--- config.mk ---
export PLATFORM = sky130hd
export DESIGN_NAME = msx_io_top
export DESIGN_NICKNAME = d
export VERILOG_FILES = /design/src/hw/msx_io_pkg.sv /design/src/hw/ddr3_rd_if.sv /design/src/hw/video_crop.sv /design/src/hw/sd_activity.sv /design/src/hw/ddr3_arbiter.sv /design/src/hw/cas_player.sv /design/src/hw/msx_io_top.sv
export SDC_FILE = /design/constraint.sdc
export NUM_CORES = 1
export LEC_CHECK = 0
export ABC_CLOCK_PERIOD_IN_PS = 3600
export BUFFER_PORTS_ARGS = -buffer_cell sky130_fd_sc_hd__clkbuf_2
export CAP_MARGIN = 10
export CORE_ASPECT_RATIO = 0.7
export CORE_UTILIZATION = 40
export DETAILED_ROUTE_END_ITERATION = 10
export GPL_ROUTABILITY_DRIVEN = 0
export HOLD_SLACK_MARGIN = 0.05
export PLACE_DENSITY_LB_ADDON = 0.3
export RECOVER_POWER = 50
export SYNTH_ARGS = -nofsm -noshare
export SYNTH_HDL_FRONTEND = slang
export SYNTH_SLANG_ARGS = --single-unit
--- constraint.sdc ---
create_clock -name clk21m -period 3.6 [get_ports clk21m]
set_input_delay 0.18 -clock clk21m [delete_from_list [all_inputs] [get_ports clk21m]]
set_output_delay 0.18 -clock clk21m [all_outputs]
set_load 0.005 [all_outputs]
--- src/hw/msx_io_pkg.sv ---
//====================================================================
// MSX storage and display glue, shared definitions
// Widths, menu status bit positions and cassette player states
//====================================================================

package msx_io_pkg;

   // Bus and data widths
   typedef logic [27:0] ddr3_addr_t;
   typedef logic [7:0]  byte_t;
   typedef logic [11:0] hdmi_dim_t;
   typedef logic [9:0]  crop_t;
   typedef logic [11:0] aspect_t;
   typedef logic [63:0] status_t;
   typedef logic [15:0] ioctl_index_t;

   //=================================================================
   // Menu status word
   //=================================================================
   // Bits 2:1 aspect ratio and 5:3 scandoubler effect are sliced directly
   localparam int ST_RESET    = 0;
   localparam int ST_TAPE_REW = 9;
   localparam int ST_DETACH   = 10;
   localparam int ST_VCROP    = 40;

   // Low 6 bits of the download index for a CAS file
   localparam logic [5:0] CAS_INDEX = 6'd5;

   // Cassette player
   typedef enum logic [1:0] {
      cas_idle,
      cas_fetch,
      cas_stream
   } cas_state_t;

endpackage

--- src/hw/ddr3_rd_if.sv ---
//====================================================================
// DDR3 byte read port
// Requester holds rd and addr until memory returns ready with dout
//====================================================================
`timescale 1ns/10ps

interface ddr3_rd_if;
   import msx_io_pkg::*;

   ddr3_addr_t addr;
   logic       rd;
   byte_t      dout;
   logic       ready;

   modport requester (
      output addr,
      output rd,
      input  dout,
      input  ready
   );

   modport memory (
      input  addr,
      input  rd,
      output dout,
      output ready
   );

endinterface

--- src/hw/video_crop.sv ---
//====================================================================
// Video crop and aspect ratio
// Picks vertical crop from the HDMI mode, plus scanline and hq2x select
//====================================================================
`timescale 1ns/10ps

module video_crop (
   input  logic                  clk21m,
   input  logic                  rst,
   input  msx_io_pkg::status_t   status,
   input  msx_io_pkg::hdmi_dim_t hdmi_width,
   input  msx_io_pkg::hdmi_dim_t hdmi_height,
   input  logic                  forced_scandoubler,
   output msx_io_pkg::aspect_t   arx,
   output msx_io_pkg::aspect_t   ary,
   output msx_io_pkg::crop_t     crop_size,
   output logic [1:0]            vga_sl,
   output logic                  hq2x,
   output logic                  scandoubler
);
   import msx_io_pkg::*;

   logic        sd_on;
   logic        wide;
   crop_t       vcrop;
   logic [1:0]  ar;
   logic [1:0]  ar_m1;
   logic [12:0] height_x15;

   assign sd_on      = (status[5:3] != 3'd0) || forced_scandoubler;
   assign ar         = status[2:1];
   assign ar_m1      = ar - 2'd1;
   // Height times 1.5, one bit wider so it cannot wrap
   assign height_x15 = {1'b0, hdmi_height} + {2'b00, hdmi_height[11:1]};

   always_comb begin
      vcrop = '0;
      wide  = 1'b0;
      if (!sd_on) begin
         if ({1'b0, hdmi_width} >= height_x15) begin
            case (hdmi_height)
               12'd480, 12'd720, 12'd1200: vcrop = 10'd240;
               12'd600, 12'd800: begin
                  vcrop = 10'd200;
                  wide  = status[ST_VCROP];
               end
               12'd768:  vcrop = 10'd256;
               12'd1080: vcrop = 10'd216;
               default:  vcrop = '0;
            endcase
         end else if (hdmi_width >= 12'd1440) begin
            // 4:3 modes too narrow for the wide test
            if (hdmi_height == 12'd1440) vcrop = 10'd240;
            if (hdmi_height == 12'd1536) vcrop = 10'd256;
         end
      end
   end

   always_ff @(posedge clk21m) begin
      if (rst) begin
         crop_size   <= '0;
         arx         <= '0;
         ary         <= '0;
         vga_sl      <= 2'd0;
         hq2x        <= 1'b0;
         scandoubler <= 1'b0;
      end else begin
         crop_size <= status[ST_VCROP] ? vcrop : crop_t'(0);
         if (ar == 2'd0) begin
            arx <= wide ? 12'd340 : 12'd400;
            ary <= 12'd300;
         end else begin
            arx <= {10'd0, ar_m1};
            ary <= '0;
         end
         vga_sl      <= (status[5:3] > 3'd2) ? status[4:3] - 2'd2 : 2'd0;
         hq2x        <= ~status[5] & (status[4] ^ status[3]);
         scandoubler <= sd_on;
      end
   end

endmodule

--- src/hw/sd_activity.sv ---
//====================================================================
// SD card select and activity light
// Switches between real and virtual card, holds the disk LED on
//====================================================================
`timescale 1ns/10ps

module sd_activity #(
   parameter logic [31:0] SD_ACT_HOLD = 32'd1_000_000
) (
   input  logic       clk21m,
   input  logic       rst,
   input  logic       img_mounted_sd,
   input  logic       img_size_nonzero,
   input  logic       sd_mosi,
   input  logic       sd_miso_real,
   input  logic       sd_miso_virtual,
   input  logic       sd_clk_int,
   output logic       sd_cs,
   output logic       sd_sck,
   output logic       sd_mosi_pin,
   output logic       led_user,
   output logic [1:0] led_disk
);

   logic        vsd_sel;
   logic        miso_sel;
   logic        mosi_q;
   logic        miso_q;
   logic        line_edge;
   logic [31:0] act_cnt;
   logic        sd_act;

   // Virtual card owns the bus, real card pins are parked low
   assign miso_sel    = vsd_sel ? sd_miso_virtual : sd_miso_real;
   assign sd_cs       = vsd_sel;
   assign sd_sck      = sd_clk_int & ~vsd_sel;
   assign sd_mosi_pin = sd_mosi & ~vsd_sel;

   assign line_edge = (sd_mosi != mosi_q) || (miso_sel != miso_q);
   assign sd_act    = act_cnt < SD_ACT_HOLD;

   assign led_user = vsd_sel & sd_act;
   assign led_disk = {1'b1, sd_act & ~vsd_sel};

   always_ff @(posedge clk21m) begin
      if (rst) begin
         vsd_sel <= 1'b0;
         mosi_q  <= 1'b0;
         miso_q  <= 1'b0;
         act_cnt <= SD_ACT_HOLD;
      end else begin
         if (img_mounted_sd) vsd_sel <= img_size_nonzero;
         mosi_q <= sd_mosi;
         miso_q <= miso_sel;
         // Any edge restarts the hold, then count up to it and stop
         if (line_edge) begin
            act_cnt <= '0;
         end else if (sd_act) begin
            act_cnt <= act_cnt + 32'd1;
         end
      end
   end

   // Real card clock stays low from the cycle the virtual card is picked
   sck_parked: assert property (@(posedge clk21m) disable iff (rst)
      (img_mounted_sd ? img_size_nonzero : vsd_sel) |=> !sd_sck);

endmodule

--- src/hw/ddr3_arbiter.sv ---
//====================================================================
// DDR3 read port arbiter
// Download path wins a free port, grant holds until the read ends
//====================================================================
`timescale 1ns/10ps

module ddr3_arbiter (
   input  logic                   clk21m,
   input  logic                   rst,
   input  logic                   dl_req,
   input  msx_io_pkg::ddr3_addr_t dl_addr,
   input  logic                   dl_rd,
   input  msx_io_pkg::byte_t      ddr3_dout,
   input  logic                   ddr3_ready,
   ddr3_rd_if.memory              cas,
   output msx_io_pkg::ddr3_addr_t ddr3_addr,
   output logic                   ddr3_rd,
   output msx_io_pkg::byte_t      dl_dout,
   output logic                   dl_ready
);

   logic locked;
   logic grant_dl;
   logic sel_dl;

   // Owner of the port in this cycle
   assign sel_dl = locked ? grant_dl : dl_req;

   assign ddr3_addr = sel_dl ? dl_addr : cas.addr;
   assign ddr3_rd   = sel_dl ? dl_rd : cas.rd;

   assign dl_dout   = ddr3_dout;
   assign dl_ready  = sel_dl & ddr3_ready;
   assign cas.dout  = ddr3_dout;
   assign cas.ready = ~sel_dl & ddr3_ready;

   always_ff @(posedge clk21m) begin
      if (rst) begin
         locked   <= 1'b0;
         grant_dl <= 1'b0;
      end else if (!locked) begin
         if (ddr3_rd && !ddr3_ready) begin
            locked   <= 1'b1;
            grant_dl <= sel_dl;
         end
      end else if (ddr3_ready) begin
         locked <= 1'b0;
      end
   end

   // Read data only ever returns to the side that asked for it
   dl_ready_pending: assert property (@(posedge clk21m) disable iff (rst)
      dl_ready |-> dl_rd);
   cas_ready_pending: assert property (@(posedge clk21m) disable iff (rst)
      cas.ready |-> cas.rd);

endmodule

--- src/hw/cas_player.sv ---
//====================================================================
// Cassette player
// Streams the loaded CAS image from DDR3 as bits, MSB first
//====================================================================
`timescale 1ns/10ps

module cas_player (
   input  logic                     clk21m,
   input  logic                     rst,
   input  msx_io_pkg::status_t      status,
   input  logic                     dl_active,
   input  msx_io_pkg::ioctl_index_t dl_index,
   input  logic                     motor,
   input  logic                     ce_tape,
   ddr3_rd_if.requester             mem,
   output logic                     cas_out
);
   import msx_io_pkg::*;

   cas_state_t state;
   ddr3_addr_t addr;
   logic       rd;
   logic       flush;
   byte_t      pf_byte;
   logic       pf_valid;
   byte_t      shifter;
   logic       sh_valid;
   logic [2:0] bit_cnt;
   logic       cas_dl;
   logic       cas_dl_q;
   logic       cas_load;
   logic       play;
   logic       rewind;
   logic       pf_load;
   logic       sh_load;
   logic       sh_step;

   assign cas_dl = dl_active && (dl_index[5:0] == CAS_INDEX);
   assign play   = cas_load & ~motor;
   // Menu reset and detach rewind the tape as well
   assign rewind = status[ST_TAPE_REW] | cas_dl | status[ST_RESET] | status[ST_DETACH];

   assign mem.addr = addr;
   assign mem.rd   = rd;

   assign pf_load = rd && mem.ready && !flush;
   assign sh_load = (state == cas_stream) && !sh_valid && pf_valid;
   assign sh_step = (state == cas_stream) && sh_valid && play && ce_tape;

   // Tape counts as loaded once a CAS download finishes
   always_ff @(posedge clk21m) begin
      if (rst) begin
         cas_dl_q <= 1'b0;
         cas_load <= 1'b0;
      end else begin
         cas_dl_q <= cas_dl;
         if (cas_dl_q && !cas_dl) cas_load <= 1'b1;
      end
   end

   //=================================================================
   // Byte fetch, prefetch and shift control
   //=================================================================
   always_ff @(posedge clk21m) begin
      if (rst) begin
         state    <= cas_idle;
         addr     <= '0;
         rd       <= 1'b0;
         flush    <= 1'b0;
         pf_valid <= 1'b0;
         sh_valid <= 1'b0;
         bit_cnt  <= '0;
         cas_out  <= 1'b0;
      end else begin
         if (rd && mem.ready) begin
            rd    <= 1'b0;
            flush <= 1'b0;
            if (flush) begin
               addr <= '0;
            end else begin
               pf_valid <= 1'b1;
               addr     <= addr + 28'd1;
            end
         end

         case (state)
            cas_idle: begin
               if (play && !rd) begin
                  rd    <= 1'b1;
                  state <= cas_fetch;
               end
            end
            cas_fetch: begin
               if (mem.ready) state <= cas_stream;
            end
            cas_stream: begin
               if (sh_load) begin
                  sh_valid <= 1'b1;
                  bit_cnt  <= '0;
                  pf_valid <= 1'b0;
               end
               if (sh_step) begin
                  cas_out <= shifter[7];
                  bit_cnt <= bit_cnt + 3'd1;
                  if (bit_cnt == 3'd7) sh_valid <= 1'b0;
               end
               // Refill the prefetch slot while the shifter runs
               if (play && !rd && !pf_valid) rd <= 1'b1;
            end
            default: state <= cas_idle;
         endcase

         if (rewind) begin
            state    <= cas_idle;
            pf_valid <= 1'b0;
            sh_valid <= 1'b0;
            bit_cnt  <= '0;
            // A read in flight finishes first, its byte is dropped
            if (rd && !mem.ready) begin
               flush <= 1'b1;
            end else begin
               addr <= '0;
               rd   <= 1'b0;
            end
         end
      end
   end

   // Data path
   always_ff @(posedge clk21m) begin
      if (pf_load) pf_byte <= mem.dout;
      if (sh_load) begin
         shifter <= pf_byte;
      end else if (sh_step) begin
         shifter <= {shifter[6:0], 1'b0};
      end
   end

   // Read request stays up with a fixed address until the memory answers
   rd_held: assert property (@(posedge clk21m) disable iff (rst)
      mem.rd && !mem.ready |=> mem.rd && $stable(mem.addr));

endmodule

--- src/hw/msx_io_top.sv ---
//====================================================================
// MSX storage and display glue, top level
// Video crop, SD activity, DDR3 sharing and cassette playback
//====================================================================
`timescale 1ns/10ps

module msx_io_top #(
   parameter logic [31:0] SD_ACT_HOLD = 32'd1_000_000
) (
   input  logic                     clk21m,
   input  logic                     rst,
   input  msx_io_pkg::status_t      status,
   input  msx_io_pkg::hdmi_dim_t    hdmi_width,
   input  msx_io_pkg::hdmi_dim_t    hdmi_height,
   input  logic                     forced_scandoubler,
   input  logic                     img_mounted_sd,
   input  logic                     img_size_nonzero,
   input  logic                     sd_mosi,
   input  logic                     sd_miso_real,
   input  logic                     sd_miso_virtual,
   input  logic                     sd_clk_int,
   input  logic                     dl_active,
   input  msx_io_pkg::ioctl_index_t dl_index,
   input  logic                     dl_req,
   input  msx_io_pkg::ddr3_addr_t   dl_addr,
   input  logic                     dl_rd,
   input  msx_io_pkg::byte_t        ddr3_dout,
   input  logic                     ddr3_ready,
   input  logic                     motor,
   input  logic                     ce_tape,
   output msx_io_pkg::aspect_t      arx,
   output msx_io_pkg::aspect_t      ary,
   output msx_io_pkg::crop_t        crop_size,
   output logic [1:0]               vga_sl,
   output logic                     hq2x,
   output logic                     scandoubler,
   output logic                     sd_cs,
   output logic                     sd_sck,
   output logic                     sd_mosi_pin,
   output logic                     led_user,
   output logic [1:0]               led_disk,
   output msx_io_pkg::ddr3_addr_t   ddr3_addr,
   output logic                     ddr3_rd,
   output msx_io_pkg::byte_t        dl_dout,
   output logic                     dl_ready,
   output logic                     cas_out
);

   // Cassette side of the shared DDR3 read port
   ddr3_rd_if cas_port ();

   video_crop video_crop_i (
      .clk21m             (clk21m),
      .rst                (rst),
      .status             (status),
      .hdmi_width         (hdmi_width),
      .hdmi_height        (hdmi_height),
      .forced_scandoubler (forced_scandoubler),
      .arx                (arx),
      .ary                (ary),
      .crop_size          (crop_size),
      .vga_sl             (vga_sl),
      .hq2x               (hq2x),
      .scandoubler        (scandoubler)
   );

   sd_activity #(
      .SD_ACT_HOLD (SD_ACT_HOLD)
   ) sd_activity_i (
      .clk21m           (clk21m),
      .rst              (rst),
      .img_mounted_sd   (img_mounted_sd),
      .img_size_nonzero (img_size_nonzero),
      .sd_mosi          (sd_mosi),
      .sd_miso_real     (sd_miso_real),
      .sd_miso_virtual  (sd_miso_virtual),
      .sd_clk_int       (sd_clk_int),
      .sd_cs            (sd_cs),
      .sd_sck           (sd_sck),
      .sd_mosi_pin      (sd_mosi_pin),
      .led_user         (led_user),
      .led_disk         (led_disk)
   );

   ddr3_arbiter ddr3_arbiter_i (
      .clk21m     (clk21m),
      .rst        (rst),
      .dl_req     (dl_req),
      .dl_addr    (dl_addr),
      .dl_rd      (dl_rd),
      .ddr3_dout  (ddr3_dout),
      .ddr3_ready (ddr3_ready),
      .cas        (cas_port.memory),
      .ddr3_addr  (ddr3_addr),
      .ddr3_rd    (ddr3_rd),
      .dl_dout    (dl_dout),
      .dl_ready   (dl_ready)
   );

   cas_player cas_player_i (
      .clk21m    (clk21m),
      .rst       (rst),
      .status    (status),
      .dl_active (dl_active),
      .dl_index  (dl_index),
      .motor     (motor),
      .ce_tape   (ce_tape),
      .mem       (cas_port.requester),
      .cas_out   (cas_out)
   );

endmodule

==> reports/metrics.csv <==
metric,value,unit
period_needed,3164,ps
ff2ff_setup_slack,870,ps
cp-start-kind,input port,
synthCells,680,
grt_pass1_vias,4394,
critPathSlowestCell,fa_1,
vdd_drop_max,0.0002409,V
ys_async_sr_fraction,0,%
fin_total_pwr,2572,µW
final_common_cell,clkbuf_2,
cp.arrival,3420,ps
via_per_inst,4.888,
post_drt_wl_per_cell,12.97,µm
clock_path_buffers,2,
leakage,0.003106,µW
slew_viol_final,19,
synth_top_flop_cell,dfxtp_1,
slowest_delay,400,ps
antenna_found_initial,0,
numCtsBuffers,9,
r2r-end,cas_player_i.mem.addr[24],
grt_max_degree,31,
area_growth,18.08,%
clkLatencyLatePin,350,ps
core_area,14910,µm²
cts.htree.levels,3,
mostFrequentLayoutCells,"clkbuf_2, dfxtp_1, nor2_1, ha_1, nand2_1",
critPathBufInv,2,
ioPinCount,238,
yosysSeqAreaShare,37.40,%
finalSetupViolations,0,
grt_usage,16.46,%
dp_hpwl,9924,µm
grt_pass1_wl,21210,µm
synth.avg_cell_area,9.130,µm²
post_cts_buffers,0,
path_class,input port to register,
tightest_slew,1516,ps
fin_cells,1022,
rsz0062_at_grt,no,
period_share,87.90,%
initial_core_util,41.65,%
num_antenna_cells,0,
drt-total-wl,13260,µm
grt_overflow,0,
slew_headroom,-1.861,%
cts_tree,yes,
crit_family,compound AO/OA/AOI/OAI gates,
clock_sinks,108,
die_area,16030,µm²
clk_pin_slew,80,ps
rows,37,
ant_nets,0,
cp_cell_sequence,clkbuf_2 > ha_1 > inv_1 > fa_1 > nor2b_1 > o2111ai_1 > and3_1 > nor2_1 > a31oi_1 > xor2_1 > ha_1 > a21o_1 > a21oi_1 > a221o_1 > a41oi_1 > nand3_1 > o21ai_0,
drc,0,
port_buffers,154,
timing.setup.tns,0,ps
drtIter0Drc,245,
fmax,0.3160,GHz
worstHoldPathType,input port to register,
worstHoldPathCells,2,
hold_end,video_crop_i.hq2x,
drive_gt1_share,23.22,%
synth-edff-count,16,
synth_warnings,0,
cap_viol_max_count,1,
die_y,106.2,µm
cellPowerDensity,350.8,nW/µm²
cp.required,3860,ps
failed_checks,"capacitance limit, slew limit",
die_x,150.9,µm
status,"complete, but fails checks",
min_from,status[5],
r2r_cells,7,
synthDistinctLibCells,59,
nets,1023,
dr.pass1.iters,4,
clock_skew,13.60,ps
syn_area,6208,µm²
r2r-start,ddr3_arbiter_i.locked,
cp_common_cell,ha_1,
worst_setup_path_end_kind,register,
clockRootBuffer,clkbuf_16,
cp_max_fo,4,
hold_violations,0,
ys_ff_latch,108,
dp.cells,996,
vias,4996,
-- sequential cells by signal, summed over array words and instances, names as in the netlist, 2 cells and up --
register,cells
video_crop_i.vga_sl,2
sd_activity_i.act_cnt,32
cas_player_i.mem.addr,28
cas_player_i.pf_byte,8
video_crop_i.crop_size,5
video_crop_i.arx,5
cas_player_i.state,2
cas_player_i.shifter,8
cas_player_i.bit_cnt,3
-- metrics by stage --
step                      cell area [µm²]  hold slack, ps  setup WS, ps  util, %
after floorplan                      6269           256.1         612.5        -
after global placement               6995           364.9         213.6    46.93
after detailed placement             6995           370.9         144.4    46.93
after CTS                            7382           55.66         485.6    49.52
after global routing                 7331           84.43         170.7    49.18
final                                7331           63.59         435.7    49.18
-- worst reg2reg max path, delay by kind of cell (launching register included) --
kind	cells	cell delay [ps]
AOI/OAI and AO/OA	2	600
buffers and inverters	1	550
DFF	1	370
muxes	1	680
and+or+nand+nor	3	410
-- cells in the mapped netlist (3+ instances only) --
library cell / count / area share (%)
nand3_1: 30 / 2.4
buf_2: 3 / 0.24
inv_1: 26 / 1.6
edfxtp_1: 16 / 7.7
and3_1: 9 / 0.91
and2_1: 19 / 1.9
nand2b_1: 3 / 0.30
o21ai_0: 15 / 1.2
nor2_1: 76 / 4.6
a221oi_1: 3 / 0.42
nor2b_1: 16 / 1.6
or4_1: 3 / 0.36
nor3b_1: 5 / 0.60
nor3_1: 21 / 1.7
and4_1: 4 / 0.56
dfxtp_1: 92 / 30
a21oi_1: 29 / 2.3
a21o_1: 13 / 1.6
a22oi_1: 4 / 0.48
clkbuf_1: 17 / 1.0
mux2_2: 36 / 6.5
xnor2_1: 22 / 3.1
nand4_1: 17 / 1.7
o21bai_1: 3 / 0.36
xor2_1: 21 / 3.0
a31oi_1: 6 / 0.60
nand2_1: 35 / 2.1
nor3_2: 3 / 0.48
ha_1: 45 / 9.1
buf_4: 32 / 3.9
mux2i_1: 6 / 0.97
or3_1: 7 / 0.71
a2bb2oi_1: 3 / 0.42
nor4_1: 9 / 0.91
-- worst max path at each step --
stage	startpoint	end	slack (ps)	cells after the start
finish	hdmi_height[1]	video_crop_i.crop_size[4]	440	17
global route	hdmi_height[1]	video_crop_i.crop_size[4]	170	17
CTS	hdmi_height[1]	video_crop_i.crop_size[4]	490	17
detailed placement	hdmi_height[1]	video_crop_i.crop_size[4]	140	17
global placement	hdmi_height[1]	video_crop_i.crop_size[4]	210	17
floorplan	hdmi_height[0]	video_crop_i.crop_size[4]	610	16
-- logic make-up after synthesis --
logic type	after synthesis	synth area share, %
flip-flops	108	37.40
adder cells (fa/ha/maj)	46	9.391
other	2	0.1210
buffers and inverters	79	6.771
AND/OR/NAND/NOR	265	22.51
multiplexers	43	7.860
XOR/XNOR	43	6.066
AO/OA/AOI/OAI	94	9.875
-- power by group --
| part | internal, µW | leakage (µW) | switching [µW] | total (µW) |
|---|---|---|---|---|
| Combinational | 183 | 0.00208 | 192 | 375 |
| Sequential | 1240 | 0.000887 | 10.7 | 1250 |
| Clock | 481 | 0.000143 | 469 | 950 |
-- layer usage --
metal  global-route usage (%)  wire [µm]  vias up
li1                         -          -     2632
met1                    25.01       7307     2254
met2                    23.75       5492      106
met3                    3.176        415        4
met4                    3.286         44        0
met5                        0          0        -
-- layout make-up --
class                      instances  area (µm²)
clock inverter                     7       61.31
clock buffer                       9       225.2
fill                            1477        7576
timing repair buffer             168       867.1
tap                              195       244.0
inverter                          26       97.59
sequential                       108        2322
multi-input combinational        509        3513
-- repair_timing --
item	4_1_cts	5_1_grt
resized for setup	0	0
hold buffers	10	0
endpoints found under the hold margin	10	0
No activity file was read; power rests on OpenSTA's default activity.
